**src/verilog/spu_isa_pkg.sv**
```systemverilog
package spu_isa_pkg;

	// instruction format as presented by the issue stage
	typedef enum logic [2:0] {
		FMT_RR   = 3'd0,
		FMT_RI10 = 3'd4,
		FMT_RI16 = 3'd5
	} fmt_e;

	// raw opcode field, shorter opcodes right-aligned
	typedef logic [10:0] op_field_t;

	// immediate field
	typedef logic [17:0] imm_t;
	localparam int IMM10_BITS = 10;
	localparam int IMM16_BITS = 16;

	// rr opcodes, full 11 bits
	localparam op_field_t OPC_AH    = 11'b00011001000;
	localparam op_field_t OPC_A     = 11'b00011000000;
	localparam op_field_t OPC_SFH   = 11'b00001001000;
	localparam op_field_t OPC_SF    = 11'b00001000000;
	localparam op_field_t OPC_AND   = 11'b00011000001;
	localparam op_field_t OPC_OR    = 11'b00001000001;
	localparam op_field_t OPC_XOR   = 11'b01001000001;
	localparam op_field_t OPC_NAND  = 11'b00011001001;
	localparam op_field_t OPC_CEQH  = 11'b01111001000;
	localparam op_field_t OPC_CEQ   = 11'b01111000000;
	localparam op_field_t OPC_CGTH  = 11'b01001001000;
	localparam op_field_t OPC_CGT   = 11'b01001000000;
	localparam op_field_t OPC_CLGTH = 11'b01011001000;
	localparam op_field_t OPC_CLGT  = 11'b01011000000;

	// ri10 opcodes, 8 bits
	localparam op_field_t OPC_AHI    = {3'b000, 8'b00011101};
	localparam op_field_t OPC_AI     = {3'b000, 8'b00011100};
	localparam op_field_t OPC_SFHI   = {3'b000, 8'b00001101};
	localparam op_field_t OPC_SFI    = {3'b000, 8'b00001100};
	localparam op_field_t OPC_ANDHI  = {3'b000, 8'b00010101};
	localparam op_field_t OPC_ANDI   = {3'b000, 8'b00010100};
	localparam op_field_t OPC_ORHI   = {3'b000, 8'b00000101};
	localparam op_field_t OPC_ORI    = {3'b000, 8'b00000100};
	localparam op_field_t OPC_XORHI  = {3'b000, 8'b01000101};
	localparam op_field_t OPC_XORI   = {3'b000, 8'b01000100};
	localparam op_field_t OPC_CEQHI  = {3'b000, 8'b01111101};
	localparam op_field_t OPC_CEQI   = {3'b000, 8'b01111100};
	localparam op_field_t OPC_CGTHI  = {3'b000, 8'b01001101};
	localparam op_field_t OPC_CGTI   = {3'b000, 8'b01001100};
	localparam op_field_t OPC_CLGTHI = {3'b000, 8'b01011101};
	localparam op_field_t OPC_CLGTI  = {3'b000, 8'b01011100};

	// ri16 opcodes, 9 bits
	localparam op_field_t OPC_ILH  = {2'b00, 9'b010000011};
	localparam op_field_t OPC_ILHU = {2'b00, 9'b010000010};
	localparam op_field_t OPC_IOHL = {2'b00, 9'b011000001};

	// decoded operation
	typedef enum logic [3:0] {
		OP_NOP, OP_ADD, OP_SUBF, OP_AND, OP_OR, OP_XOR, OP_NAND,
		OP_CEQ, OP_CGT, OP_CLGT, OP_ILH, OP_ILHU, OP_IOHL
	} fx_op_e;

	typedef enum logic {SZ_HALF, SZ_WORD} lane_size_e;

endpackage

```
**src/verilog/spu_data_pkg.sv**
```systemverilog
package spu_data_pkg;

	// quadword and its lane splits
	localparam int QUAD_WIDTH = 128;
	localparam int HALF_LANES = 8;
	localparam int WORD_LANES = 4;
	localparam int HALF_WIDTH = QUAD_WIDTH / HALF_LANES;
	localparam int WORD_WIDTH = QUAD_WIDTH / WORD_LANES;

	// lane 0 lives in the top bits
	typedef logic [QUAD_WIDTH-1:0] quad_t;
	typedef logic [HALF_WIDTH-1:0] half_t;
	typedef logic [WORD_WIDTH-1:0] word_t;
	typedef logic [6:0] reg_addr_t;

	// one issued instruction with its operands
	typedef struct packed {
		spu_isa_pkg::fmt_e      format;
		spu_isa_pkg::op_field_t op;
		reg_addr_t              rt_addr;
		quad_t                  ra;
		quad_t                  rb;
		quad_t                  rt_st;
		spu_isa_pkg::imm_t      imm;
		logic                   reg_write;
	} fx_issue_t;

	typedef struct packed {
		spu_isa_pkg::fx_op_e     op;
		spu_isa_pkg::lane_size_e size;
		quad_t                   b;
	} fx_decoded_t;

	// writeback to the register file
	typedef struct packed {
		quad_t     result;
		reg_addr_t rt_addr;
		logic      reg_write;
	} fx_wb_t;

endpackage

```
**src/verilog/fx_compare.sv**
```systemverilog
`timescale 1ns/1ps

module fx_compare (
	input  spu_isa_pkg::fx_op_e     op,
	input  spu_isa_pkg::lane_size_e size,
	input  spu_data_pkg::quad_t     a,
	input  spu_data_pkg::quad_t     b,
	output spu_data_pkg::quad_t     mask
);

	// index 0 halfword lanes, index 1 word lanes
	logic [1:0][spu_data_pkg::QUAD_WIDTH-1:0] size_mask;

	for (genvar s = 0; s < 2; s++) begin : g_size
		localparam int W = (s == 0) ? spu_data_pkg::HALF_WIDTH : spu_data_pkg::WORD_WIDTH;
		localparam int N = spu_data_pkg::QUAD_WIDTH / W;

		for (genvar i = 0; i < N; i++) begin : g_lane
			localparam int HI = spu_data_pkg::QUAD_WIDTH - 1 - i * W;

			logic [W-1:0] av;
			logic [W-1:0] bv;
			logic hit;

			assign av = a[HI -: W];
			assign bv = b[HI -: W];

			// ra against b, signed or logical
			always_comb begin
				case (op)
					spu_isa_pkg::OP_CEQ: hit = (av == bv);
					spu_isa_pkg::OP_CGT: hit = ($signed(av) > $signed(bv));
					default: hit = (av > bv);
				endcase
			end

			// spread the flag over the lane
			assign size_mask[s][HI -: W] = {W{hit}};
		end
	end

	assign mask = (size == spu_isa_pkg::SZ_WORD) ? size_mask[1] : size_mask[0];

endmodule

```
**config.mk**
```make
export PLATFORM = sky130hd
export DESIGN_NAME = fx_compare
export DESIGN_NICKNAME = d
export VERILOG_FILES = /design/src/verilog/spu_isa_pkg.sv /design/src/verilog/spu_data_pkg.sv /design/src/verilog/fx_compare.sv
export SDC_FILE = /design/constraint.sdc
export NUM_CORES = 1
export LEC_CHECK = 0
export BUFFER_PORTS_ARGS = -buffer_cell sky130_fd_sc_hd__buf_2
export CAP_MARGIN = 0
export CORE_AREA = 2 2 151 153
export DETAILED_ROUTE_END_ITERATION = 7
export DIE_AREA = 0 0 153 155
export SYNTH_ARGS = -nofsm -noshare
export SYNTH_HDL_FRONTEND = slang
export SYNTH_SLANG_ARGS = --single-unit
```
**constraint.sdc**
```tcl
create_clock -name vclk -period 3.3
set_input_delay 0.33 -clock vclk [all_inputs]
set_output_delay 0.33 -clock vclk [all_outputs]
set_load 0.005 [all_outputs]
```
# Yosys cells after proc, flatten, opt, wreduce, memory -nomap -nowiden
# Index checks and enable logic that the tools add are counted.
# totals
out_inout_bits,128
ff_bits,0
wordCells,51
input_bits,261
# classes
eq_ne,14
muxes,13
magnitude_cmp,24
# ops
cell,count
$gt A16 B16 Y1,16
$gt A32 B32 Y1,8
$eq A16 B16 Y1,8
$eq A32 B32 Y1,4
$mux W128,1
$pmux W1 S2,12
$eq A4 B3 Y1 const B,1
$eq A4 B4 Y1 const B,1

# Depth between registers and ports, before layout
# logic_depth
ltp_word,3
ltp_mapped,10
depth_no_buf,9

# Worst setup path before layout
# No wires, ideal clock.
# synth_path
kind,input port to output port
startpoint,input port b[95]
endpoint,output port mask[65]
required_time_ns,2.970
n_path_buf,1
slack_ns,0.010
arrival_ns,2.960
cell_stages,8
path_cell_list,inv_1 -> ha_1 -> nand4_1 -> nor4_2 -> nand3_1 -> o311ai_1 -> a21boi_0 -> buf_4
# synth_between
elab_chain_len,3
word_cells_on_any_way,5
classes_between,2 x order compare; 1 x eq/ne; 2 x mux
# synth_rtl
element,line_no,source
from (decl),fx_compare.sv:7,"input spu_data_pkg::quad_t b,"
$gt A32 B32 Y1 (tied with other cells),fx_compare.sv:33,default: hit = (av > bv);
$pmux W1 S2 (*),fx_compare.sv:30,case (op)
$mux W128 (*),fx_compare.sv:42,assign mask = (size == spu_isa_pkg::SZ_WORD) ? size_mask[1] : size_mask[0];
to (decl),fx_compare.sv:8,output spu_data_pkg::quad_t mask
# Every way passes the cells marked *; elsewhere a longest branch is shown, timed or not.

# Worst setup path after layout
# layout_path
startpoint,input port b[31]
endpoint,output port mask[20]
# layout_between
elab_chain_len,3
word_cells_on_any_way,9
classes_between,4 x order compare; 2 x eq/ne; 3 x mux
# layout_rtl
element,line_no
$gt A32 B32 Y1 (tied with other cells),fx_compare.sv:33
$pmux W1 S2,fx_compare.sv:30
$mux W128 (*),fx_compare.sv:42
# Marked as above.

==> summary.txt <==
Hpwl dp - 15.2 mm
Wire length per cell - 13.0 µm
# DRC - 0
Grt total ovfl - 0
Min Tclk post-route - 2.96 ns
Least-Margin Pin Slew - 0.590 ns
Static leakage - 3.89 nW
Unrepaired setup endpoints after global routing - no
Max-cap violations - 0
WP data arrival - 2.63 ns
Synth cell types - 51
Slowest cell on crit path - nor4_1
Synth area leader - ha_1
Share of cells above drive strength 1 - 43.0%
DRT antenna net count - 0
Peak fanout along the critical path - 16
Maximum clock rate - 337 MHz
CP Cell Sequence - buf_2, inv_1, ha_1, nand4_1, nor4_1, nand3_1, o211ai_1, a21oi_1, a21oi_1, buf_4, buf_2
Ys Warns - 0
First drt pass iteration count - 4
Cells after synthesis - 677
Die outline height - 155 µm
Post-CTS Resized - 0
Fin nets - 1349
Run status - finished, final reports clean
Seq/Total Area, Yosys - 0%
Area added between synthesis and finish - 31.3%
Setup_tns - 0 ns
Seq cells - 0
Vias/cell - 4.32
Synth top area share - 34.9%
Vias - 5352
Vias in the first global route - 4962
Hold wc startpoint - size
Crit path kind - primary input to primary output
WP buf/inv - 4
Core area - 22200 µm²
Ranking of synthesized cells by area - ha_1, buf_4, inv_1
Final setup fails - 0
Initial antenna violation count - 1
Commonest non-fill, non-tap cell in the layout - buf_2
Largest net degree at the start of global routing - 17
GPL Wtd Cong - 0.876
Power Density - 146 nW/µm²
Slew Viols, Final - 0
Crit start category - primary input
Worst Hold Path Cells - 4
Worst Hold Path EP - mask[106]
Period Utilization, post-route - 89.8%
Die width - 153 µm
Max IR drop VDD - 0.0552 mV
Crit path max-delay family - simple AND/OR/NAND/NOR gates
First-pass GRT wire length - 23.9 mm
Most frequent cells in the layout - buf_2, inv_1, ha_1, a21oi_1, nand2_1
Slowest stage delay, CP - 0.58 ns
Drt initial violations - 156
Std-Cell Rows - 55
Number of I/O pins - 389
Worst hold path type - primary input to primary output
Drt total wl - 16.2 mm
Crit path capture type - primary output
Syn_nets - 1070
CP required - 2.97 ns
Reg area - 0 µm²
Hold Vio Cnt, Final - 0
PortBufs - 389
Clkbuf count - 0
Ant. Diodes - 0
Die area - 23700 µm²
Post-Syn Area per Cell - 7.00 µm²
Worst slew margin - 60.3%
Total Routing Usage GR - 12.4%
Initial Util - 21.3%
Post-synthesis cell area - 4740 µm²
Worst hold margin - 1.37 ns
[through the flow]
step | area (µm²) | worst slack, ns | util, % | total power [mW] | std cells
global placement | 6200 | 0.351 | 27.9 | 0.904 | 1238
finish | 6220 | 0.335 | 28.0 | 0.910 | 1239
floorplan | 4740 | 0.00978 | - | 0.704 | 677
detailed placement | 6200 | 0.263 | 27.9 | 0.914 | 1238
CTS | 6200 | 0.242 | 27.9 | 0.919 | 1238
global route | 6220 | 0.0425 | 28.0 | 1.03 | 1239
[worst max path at each step]
stage                     startpoint  endpoint  slack, ns  cells after the start
final                          b[31]  mask[20]       0.34                     11
after global routing           b[75]  mask[67]       0.04                     12
after CTS                      b[95]  mask[80]       0.24                      9
after detailed placement       b[95]  mask[80]       0.26                      9
after global placement         b[55]  mask[44]       0.35                     11
after floorplan                b[95]  mask[65]       0.01                      8
[timing repair]
item                       CTS  global route
setup endpoints to repair    0            16
hold buffers                 0             0
buffers inserted             0             1
[cell type report]
cell class | count | area [µm²]
inverter | 138 | 518
fill | 2483 | 16000
timing repair buffer | 401 | 2050
tap | 285 | 357
multi-input combinational | 415 | 3290
[power breakdown]
part	total, mW	switching [mW]	internal (mW)
registers	0	0	0
logic	0.910	0.452	0.459
clock network	0	0	0
total	0.910	0.452	0.459
[per-layer routing]
metal / vias up / global-route usage [%] / part of all wire, %
li1: 2764 / - / -
met1: 2345 / 14.6 / 41
met2: 229 / 24.9 / 52
met3: 12 / 1.00 / 6.0
met4: 2 / 1.15 / 1.0
met5: - / 0 / 0.068
[cells in the mapped netlist (all sizes together) (2+ instances only)]
cell type  count
nand3         16
or4            3
nand2         34
o211ai         5
o21ai         27
nand4         31
inv          138
mux2i          3
a21o          12
a211oi         6
ha           132
nor2b          5
a221oi         3
or3            3
buf          123
a221o          2
a31oi          6
a21oi         60
nor2          21
o21a           2
nand2b         5
nor4b          2
nor4           8
and3           3
a21boi         3
nor3           6
[cell families (layout without fill, tap and decap cells)]
| logic type | count (synthesis) | count (layout) | share of synthesized area (%) |
|---|---|---|---|
| muxes | 3 | 3 | 0.634 |
| adders and majority gates | 132 | 132 | 34.9 |
| xor gates and xnor gates | 1 | 1 | 0.185 |
| and+or+nand+nor | 142 | 142 | 16.3 |
| buffers and inverters | 262 | 539 | 30.5 |
| AOI/OAI and AO/OA | 137 | 137 | 17.6 |
(Power assumes the default switching activity.)
