## src/verilog/spu_isa_pkg.sv

```systemverilog
package spu_isa_pkg;

	// instruction format as presented by the issue stage
	typedef enum logic [2:0] {
		FMT_RR   = 3'd0,
		FMT_RI10 = 3'd4,
		FMT_RI16 = 3'd5
	} fmt_e;

	// raw opcode field, shorter opcodes right-aligned
	typedef logic [10:0] op_field_t;

	// immediate field
	typedef logic [17:0] imm_t;
	localparam int IMM10_BITS = 10;
	localparam int IMM16_BITS = 16;

	// rr opcodes, full 11 bits
	localparam op_field_t OPC_AH    = 11'b00011001000;
	localparam op_field_t OPC_A     = 11'b00011000000;
	localparam op_field_t OPC_SFH   = 11'b00001001000;
	localparam op_field_t OPC_SF    = 11'b00001000000;
	localparam op_field_t OPC_AND   = 11'b00011000001;
	localparam op_field_t OPC_OR    = 11'b00001000001;
	localparam op_field_t OPC_XOR   = 11'b01001000001;
	localparam op_field_t OPC_NAND  = 11'b00011001001;
	localparam op_field_t OPC_CEQH  = 11'b01111001000;
	localparam op_field_t OPC_CEQ   = 11'b01111000000;
	localparam op_field_t OPC_CGTH  = 11'b01001001000;
	localparam op_field_t OPC_CGT   = 11'b01001000000;
	localparam op_field_t OPC_CLGTH = 11'b01011001000;
	localparam op_field_t OPC_CLGT  = 11'b01011000000;

	// ri10 opcodes, 8 bits
	localparam op_field_t OPC_AHI    = {3'b000, 8'b00011101};
	localparam op_field_t OPC_AI     = {3'b000, 8'b00011100};
	localparam op_field_t OPC_SFHI   = {3'b000, 8'b00001101};
	localparam op_field_t OPC_SFI    = {3'b000, 8'b00001100};
	localparam op_field_t OPC_ANDHI  = {3'b000, 8'b00010101};
	localparam op_field_t OPC_ANDI   = {3'b000, 8'b00010100};
	localparam op_field_t OPC_ORHI   = {3'b000, 8'b00000101};
	localparam op_field_t OPC_ORI    = {3'b000, 8'b00000100};
	localparam op_field_t OPC_XORHI  = {3'b000, 8'b01000101};
	localparam op_field_t OPC_XORI   = {3'b000, 8'b01000100};
	localparam op_field_t OPC_CEQHI  = {3'b000, 8'b01111101};
	localparam op_field_t OPC_CEQI   = {3'b000, 8'b01111100};
	localparam op_field_t OPC_CGTHI  = {3'b000, 8'b01001101};
	localparam op_field_t OPC_CGTI   = {3'b000, 8'b01001100};
	localparam op_field_t OPC_CLGTHI = {3'b000, 8'b01011101};
	localparam op_field_t OPC_CLGTI  = {3'b000, 8'b01011100};

	// ri16 opcodes, 9 bits
	localparam op_field_t OPC_ILH  = {2'b00, 9'b010000011};
	localparam op_field_t OPC_ILHU = {2'b00, 9'b010000010};
	localparam op_field_t OPC_IOHL = {2'b00, 9'b011000001};

	// decoded operation
	typedef enum logic [3:0] {
		OP_NOP, OP_ADD, OP_SUBF, OP_AND, OP_OR, OP_XOR, OP_NAND,
		OP_CEQ, OP_CGT, OP_CLGT, OP_ILH, OP_ILHU, OP_IOHL
	} fx_op_e;

	typedef enum logic {SZ_HALF, SZ_WORD} lane_size_e;

endpackage

```

## src/verilog/spu_data_pkg.sv

```systemverilog
package spu_data_pkg;

	// quadword and its lane splits
	localparam int QUAD_WIDTH = 128;
	localparam int HALF_LANES = 8;
	localparam int WORD_LANES = 4;
	localparam int HALF_WIDTH = QUAD_WIDTH / HALF_LANES;
	localparam int WORD_WIDTH = QUAD_WIDTH / WORD_LANES;

	// lane 0 lives in the top bits
	typedef logic [QUAD_WIDTH-1:0] quad_t;
	typedef logic [HALF_WIDTH-1:0] half_t;
	typedef logic [WORD_WIDTH-1:0] word_t;
	typedef logic [6:0] reg_addr_t;

	// one issued instruction with its operands
	typedef struct packed {
		spu_isa_pkg::fmt_e      format;
		spu_isa_pkg::op_field_t op;
		reg_addr_t              rt_addr;
		quad_t                  ra;
		quad_t                  rb;
		quad_t                  rt_st;
		spu_isa_pkg::imm_t      imm;
		logic                   reg_write;
	} fx_issue_t;

	typedef struct packed {
		spu_isa_pkg::fx_op_e     op;
		spu_isa_pkg::lane_size_e size;
		quad_t                   b;
	} fx_decoded_t;

	// writeback to the register file
	typedef struct packed {
		quad_t     result;
		reg_addr_t rt_addr;
		logic      reg_write;
	} fx_wb_t;

endpackage

```

## src/verilog/fx_arith.sv

```systemverilog
`timescale 1ns/1ps

module fx_arith (
	input  spu_isa_pkg::fx_op_e     op,
	input  spu_isa_pkg::lane_size_e size,
	input  spu_data_pkg::quad_t     a,
	input  spu_data_pkg::quad_t     b,
	output spu_data_pkg::quad_t     sum
);

	// index 0 halfword lanes, index 1 word lanes
	logic [1:0][spu_data_pkg::QUAD_WIDTH-1:0] size_sum;

	for (genvar s = 0; s < 2; s++) begin : g_size
		localparam int W = (s == 0) ? spu_data_pkg::HALF_WIDTH : spu_data_pkg::WORD_WIDTH;
		localparam int N = spu_data_pkg::QUAD_WIDTH / W;

		for (genvar i = 0; i < N; i++) begin : g_lane
			// lane i counted from the top
			localparam int HI = spu_data_pkg::QUAD_WIDTH - 1 - i * W;

			logic signed [W:0] a_ext;
			logic signed [W:0] b_ext;
			logic signed [W:0] raw;

			// one guard bit above the lane
			assign a_ext = {a[HI], a[HI -: W]};
			assign b_ext = {b[HI], b[HI -: W]};

			// subtract-from takes ra away from b
			assign raw = (op == spu_isa_pkg::OP_SUBF) ? b_ext - a_ext : a_ext + b_ext;

			// guard and sign bits disagree on overflow
			// clamp toward the guard's sign
			assign size_sum[s][HI -: W] = (raw[W] == raw[W-1]) ? raw[W-1:0] :
				{raw[W], {(W-1){~raw[W]}}};
		end
	end

	assign sum = (size == spu_isa_pkg::SZ_WORD) ? size_sum[1] : size_sum[0];

endmodule

```

## config.mk

```make
export PLATFORM = sky130hd
export DESIGN_NAME = fx_arith
export DESIGN_NICKNAME = d
export VERILOG_FILES = /design/src/verilog/spu_isa_pkg.sv /design/src/verilog/spu_data_pkg.sv /design/src/verilog/fx_arith.sv
export SDC_FILE = /design/constraint.sdc
export NUM_CORES = 1
export LEC_CHECK = 0
export BUFFER_PORTS_ARGS = -buffer_cell sky130_fd_sc_hd__buf_4
export CELL_PAD_IN_SITES_DETAIL_PLACEMENT = 0
export CELL_PAD_IN_SITES_GLOBAL_PLACEMENT = 1
export CORE_MARGIN = 1.5
export CORE_UTILIZATION = 43
export DETAILED_ROUTE_END_ITERATION = 12
export PLACE_DENSITY_LB_ADDON = 0.1
export REMOVE_ABC_BUFFERS = 1
export SLEW_MARGIN = 20
export SYNTH_ARGS = -nofsm -noshare
export SYNTH_HDL_FRONTEND = slang
export SYNTH_SLANG_ARGS = --single-unit
```

## constraint.sdc

```tcl
create_clock -name vclk -period 10.9
set_input_delay 1.635 -clock vclk [all_inputs]
set_output_delay 1.635 -clock vclk [all_outputs]
set_load 0.02 [all_outputs]
```

# [Yosys cells after proc, flatten, opt, wreduce, memory -nomap -nowiden]
# Cells that the tools add are included.
[op_classes] muxes=25 bitwise_logic=12 n_eq_ne=13 addsub=24
[ops] operator="adder 16 x 16 -> 17 bit" count=8
[ops] operator="2-to-1 mux 17 bit" count=8
[ops] operator="subtractor 16 x 16 -> 17 bit" count=8
[ops] operator="adder 32 x 32 -> 33 bit" count=4
[ops] operator="2-to-1 mux 33 bit" count=4
[ops] operator="subtractor 32 x 32 -> 33 bit" count=4
[ops] operator="2-to-1 mux 128 bit" count=1
[ops] operator="2-to-1 mux 16 bit" count=8
[ops] operator="2-to-1 mux 32 bit" count=4
[ops] operator="equality test 1 bit" count=12
[ops] operator="NOT 1 bit" count=12
[ops] operator="equality test 4 x 2 -> 1 bit, second input constant" count=1
[word_totals] out_inout_bits=128 in_bits=261 wordCells=74 regBits=0

# [Longest topological paths before layout]
[depth] word_depth=5 ltp_mapped=25 ltp_nobuf=23

# [Least setup slack after synthesis]
# No wires, ideal clock.
[synth_path] kind="input to output" from="input op[0]" to="output sum[10]" setup_slack_ns=2.062 n_path_buf=5 arrival_time_ns=7.203 path_stages=22 required_ns=9.265 cell_sequence="nor4b_2 > clkbuf_1 > clkbuf_1 > clkbuf_1 > clkbuf_1 > a21oi_1 > xnor2_1 > ha_1 > or3_1 > o311ai_1 > o32ai_1 > o211ai_1 > a21oi_1 > or4b_1 > a31o_2 > a21o_1 > xor2_1 > ha_1 > nor2_1 > a21oi_1 > clkbuf_1 > o21ai_0"
[synth_between] elab_chain_cells=5 elab_cells_between_ends=10 classes_between="eq/ne: 3; mux: 5; bitwise: 2"
[synth_rtl] element="from (decl)" line_no="fx_arith.sv:4" text="input spu_isa_pkg::fx_op_e op,"
[synth_rtl] element="equality test 4 x 2 -> 1 bit (*)" line_no="fx_arith.sv:31" text="assign raw = (op == spu_isa_pkg::OP_SUBF) ? b_ext - a_ext : a_ext + b_ext;"
[synth_rtl] element="2-to-1 mux 17 bit or 2-to-1 mux 33 bit (tied branches)" line_no="fx_arith.sv:31"
[synth_rtl] element="equality test 1 bit or NOT 1 bit (tied branches)" line_no="fx_arith.sv:35, fx_arith.sv:36"
[synth_rtl] element="2-to-1 mux 16 bit or 2-to-1 mux 32 bit (tied branches)" line_no="fx_arith.sv:35" text="assign size_sum[s][HI -: W] = (raw[W] == raw[W-1]) ? raw[W-1:0] :"
[synth_rtl] element="2-to-1 mux 128 bit (*)" line_no="fx_arith.sv:40" text="assign sum = (size == spu_isa_pkg::SZ_WORD) ? size_sum[1] : size_sum[0];"
[synth_rtl] element="to (decl)" line_no="fx_arith.sv:8" text="output spu_data_pkg::quad_t sum"
# Every way passes the cells marked *; elsewhere a longest branch is shown, timed or not.

# [Worst setup path after layout]
[layout_path] from="input a[69]" to="output sum[68]"
[layout_between] elab_chain_cells=5 elab_cells_between_ends=13 classes_between="add/sub: 4; eq/ne: 2; mux: 5; bitwise: 2"
[layout_rtl] element="from (decl)" line_no="fx_arith.sv:6" text="input spu_data_pkg::quad_t a,"
[layout_rtl] element="adder 32 x 32 -> 33 bit, or another cell as far along" line_no="fx_arith.sv:31"
[layout_rtl] element="2-to-1 mux 33 bit or 2-to-1 mux 17 bit (tied branches)" line_no="fx_arith.sv:31"
[layout_rtl] element="equality test 1 bit or NOT 1 bit (tied branches)" line_no="fx_arith.sv:35, fx_arith.sv:36"
[layout_rtl] element="2-to-1 mux 32 bit or 2-to-1 mux 16 bit (tied branches)" line_no="fx_arith.sv:35"
[layout_rtl] element="2-to-1 mux 128 bit (*)" line_no="fx_arith.sv:40"
# Marked as above.

==> run_results.csv <==
group,metric,value,unit
outcome,status,"finished, final reports clean",
finish,layout_common_cells,"buf_4, a21oi_1, ha_1, xnor2_1, nand2_1",
finish,clkbuf_count,0,
placed_design,hpwl,49700,µm
worst_hold_path,hold_end,"sum[64]",
sta,rsz0062_at_grt,"false",
worst_setup_path,slowest_delay,610,ps
finish,final_common_cell,"buf_4",
drt,vias_per_cell,6.01,
finish,synthToLayoutAreaGrowth,21.3,%
die,initial_core_util,43.8,%
finish,drive_above_1_share,16.9,%
drt,ant_nets,0,
drt,drc,0,
worst_setup_path,worst-path-buf-inv,4,
global_routing,antenna_found_initial,5,
finish,final_area,0.0189,mm²
sta,tightest_slew,1070,ps
job,max-cap-violations,0,
global_routing,grt_pass1_vias,17500,
global_routing,grt_pass1_wl,91700,µm
global_routing,grt_overflow,0,
finish,design.seq.count,0,
die,io_pins,389,
clocking,post_cts_resized,0,
sta,finalHoldViolCount,0,
power,ir_worst_vdd,0.0838,mV
placed_design,port_buffers,389,
global_routing,grt_start_max_net_pins,57,
worst_setup_path,path_cells,"buf_4 -> or4_1 -> nor3_2 -> nand3_1 -> or2_2 -> o41ai_1 -> xor2_1 -> ha_1 -> and3_1 -> nand2_1 -> or4_1 -> o2111ai_1 -> a41oi_1 -> nand3_1 -> inv_1 -> ha_1 -> inv_1 -> nor3_2 -> a21o_1 -> a21oi_1 -> buf_4",
sta,slew_violations,0,
sta,fmax,0.103,GHz
worst_setup_path,cp.required,9270,ps
die,die_area,0.0373,mm²
drt,vias,18700,
drt,dr.pass1.iters,6,
worst_setup_path,cpLargestDelayFamily,"simple AND/OR/NAND/NOR gates",
placed_design,dpl_worst_slack,1200,ps
die,rows,69,
global_routing,track_usage,29.3,%
die,die_w,193,µm
synth,avgSynthCellArea,6.71,µm²
synth,synth_warnings,0,
finish,nNetsFinal,3131,
worst_setup_path,startpoint_type,"primary input",
synth,ys_types,89,
power,p_per_area,116,mW/mm²
sta,period_needed,9750,ps
sta,setup_slack,1150,ps
worst_setup_path,critPathLaunch,"a[69]",
worst_setup_path,cp-end-kind,"primary output",
die,fp.dieH,193,µm
worst_setup_path,slowest_stage,"o41ai_1",
sta,final.period_utilization,89.5,%
clocking,hold_buffers,0,
die,core-area,0.0356,mm²
worst_hold_path,hp-class,"primary input to primary output",
finish,multiInputGateArea,0.0149,mm²
worst_setup_path,worst-endpoint-arrival,8120,ps
finish,seq_area,0,µm²
drt,wirelength,59000,µm
power,p_leak,0.00870,µW
worst_hold_path,worstHoldStart,"a[64]",
clocking,cts_setup_buffers,0,
sta,slew_headroom,27.9,%
drt,post_drt_wl_per_cell,19.0,µm
drt,drt-initial-drc-count,1410,
worst_setup_path,crit_type,"primary input to primary output",
finish,fillers,3686,
worst_setup_path,crit_fanout,14,
worst_hold_path,hold_depth,4,
placed_design,place_congestion,0.965,
finish,post-route-util,53.1,%
synth,netlist_area,0.0156,mm²
placed_design,place_area,0.0189,mm²
synth,syn_inst,2319,
sta,setup_viol,0,
synth,seq_area_frac_synth,0,%
[power by group]
| part | switching, µW | total, µW | internal, µW |
|---|---|---|---|
| Clock | 0 | 0.0000616 | 0.0000616 |
| Sequential | 0 | 0 | 0 |
| Combinational | 1310 | 2200 | 887 |
| Total | 1310 | 2200 | 887 |
[layout make-up]
| cell class | count | share of cell area, % |
|---|---|---|
| multi-input cells | 2150 | 79.1 |
| repair buffers | 405 | 16.1 |
| well taps | 461 | 3.06 |
| inverters | 85 | 1.69 |
| diodes | 5 | 0.0663 |
[worst max-delay path by stage]
stage / end / slack [ps] / cells past startpoint
floorplan: sum[10] / -880 / 17
finish: sum[68] / 1150 / 21
global route: sum[67] / 740 / 21
detailed placement: sum[68] / 1200 / 21
global placement: sum[68] / 1290 / 21
CTS: sum[68] / 1190 / 21
[metal layers]
layer,vias up,global-route usage (%),share of wire [%]
met5,-,0,0
met4,0,6.46,2.3
met3,83,3.29,7.0
met2,748,49.3,46
met1,8674,39.9,45
li1,9167,-,-
[cells by family (layout without fill, tap and decap cells)]
group           after synthesis  after routing  share of synthesized area [%]
fa+ha+maj                   229            229                           18.8
mux                           6              6                          0.434
buf+inv                     169            490                           4.22
other cells                   0              5                              0
xor+xnor                    366            366                           20.6
simple gates                737            737                           23.2
compound gates              812            812                           32.8
[cells in the mapped netlist (all sizes together), types with 27 or more instances]
library cell / count / share of area (%)
nand2b: 39 / 1.6
nand2: 211 / 5.2
o21bai: 29 / 1.4
o31ai: 28 / 1.4
a31oi: 33 / 1.3
nor2: 202 / 4.9
xor2: 147 / 8.3
a21oi: 326 / 10
nor3: 59 / 2.0
ha: 220 / 18
nand3: 37 / 1.2
a21o: 83 / 4.0
o21a: 27 / 1.3
inv: 85 / 2.0
xnor2: 219 / 12
clkbuf: 70 / 1.7
o21ai: 132 / 4.3
[through the flow]
stage	total power (µW)	instances	TNS, ps	hold WS, ps
2_1_floorplan	1370	2235	-50510	3400
3_3_place_gp	2160	3101	0	3730
3_5_place_dp	2170	3101	0	3740
4_1_cts	2190	3101	0	3740
5_1_grt	2380	3106	0	3770
6_report	2200	3106	0	3730
(Power assumes the default switching activity.)
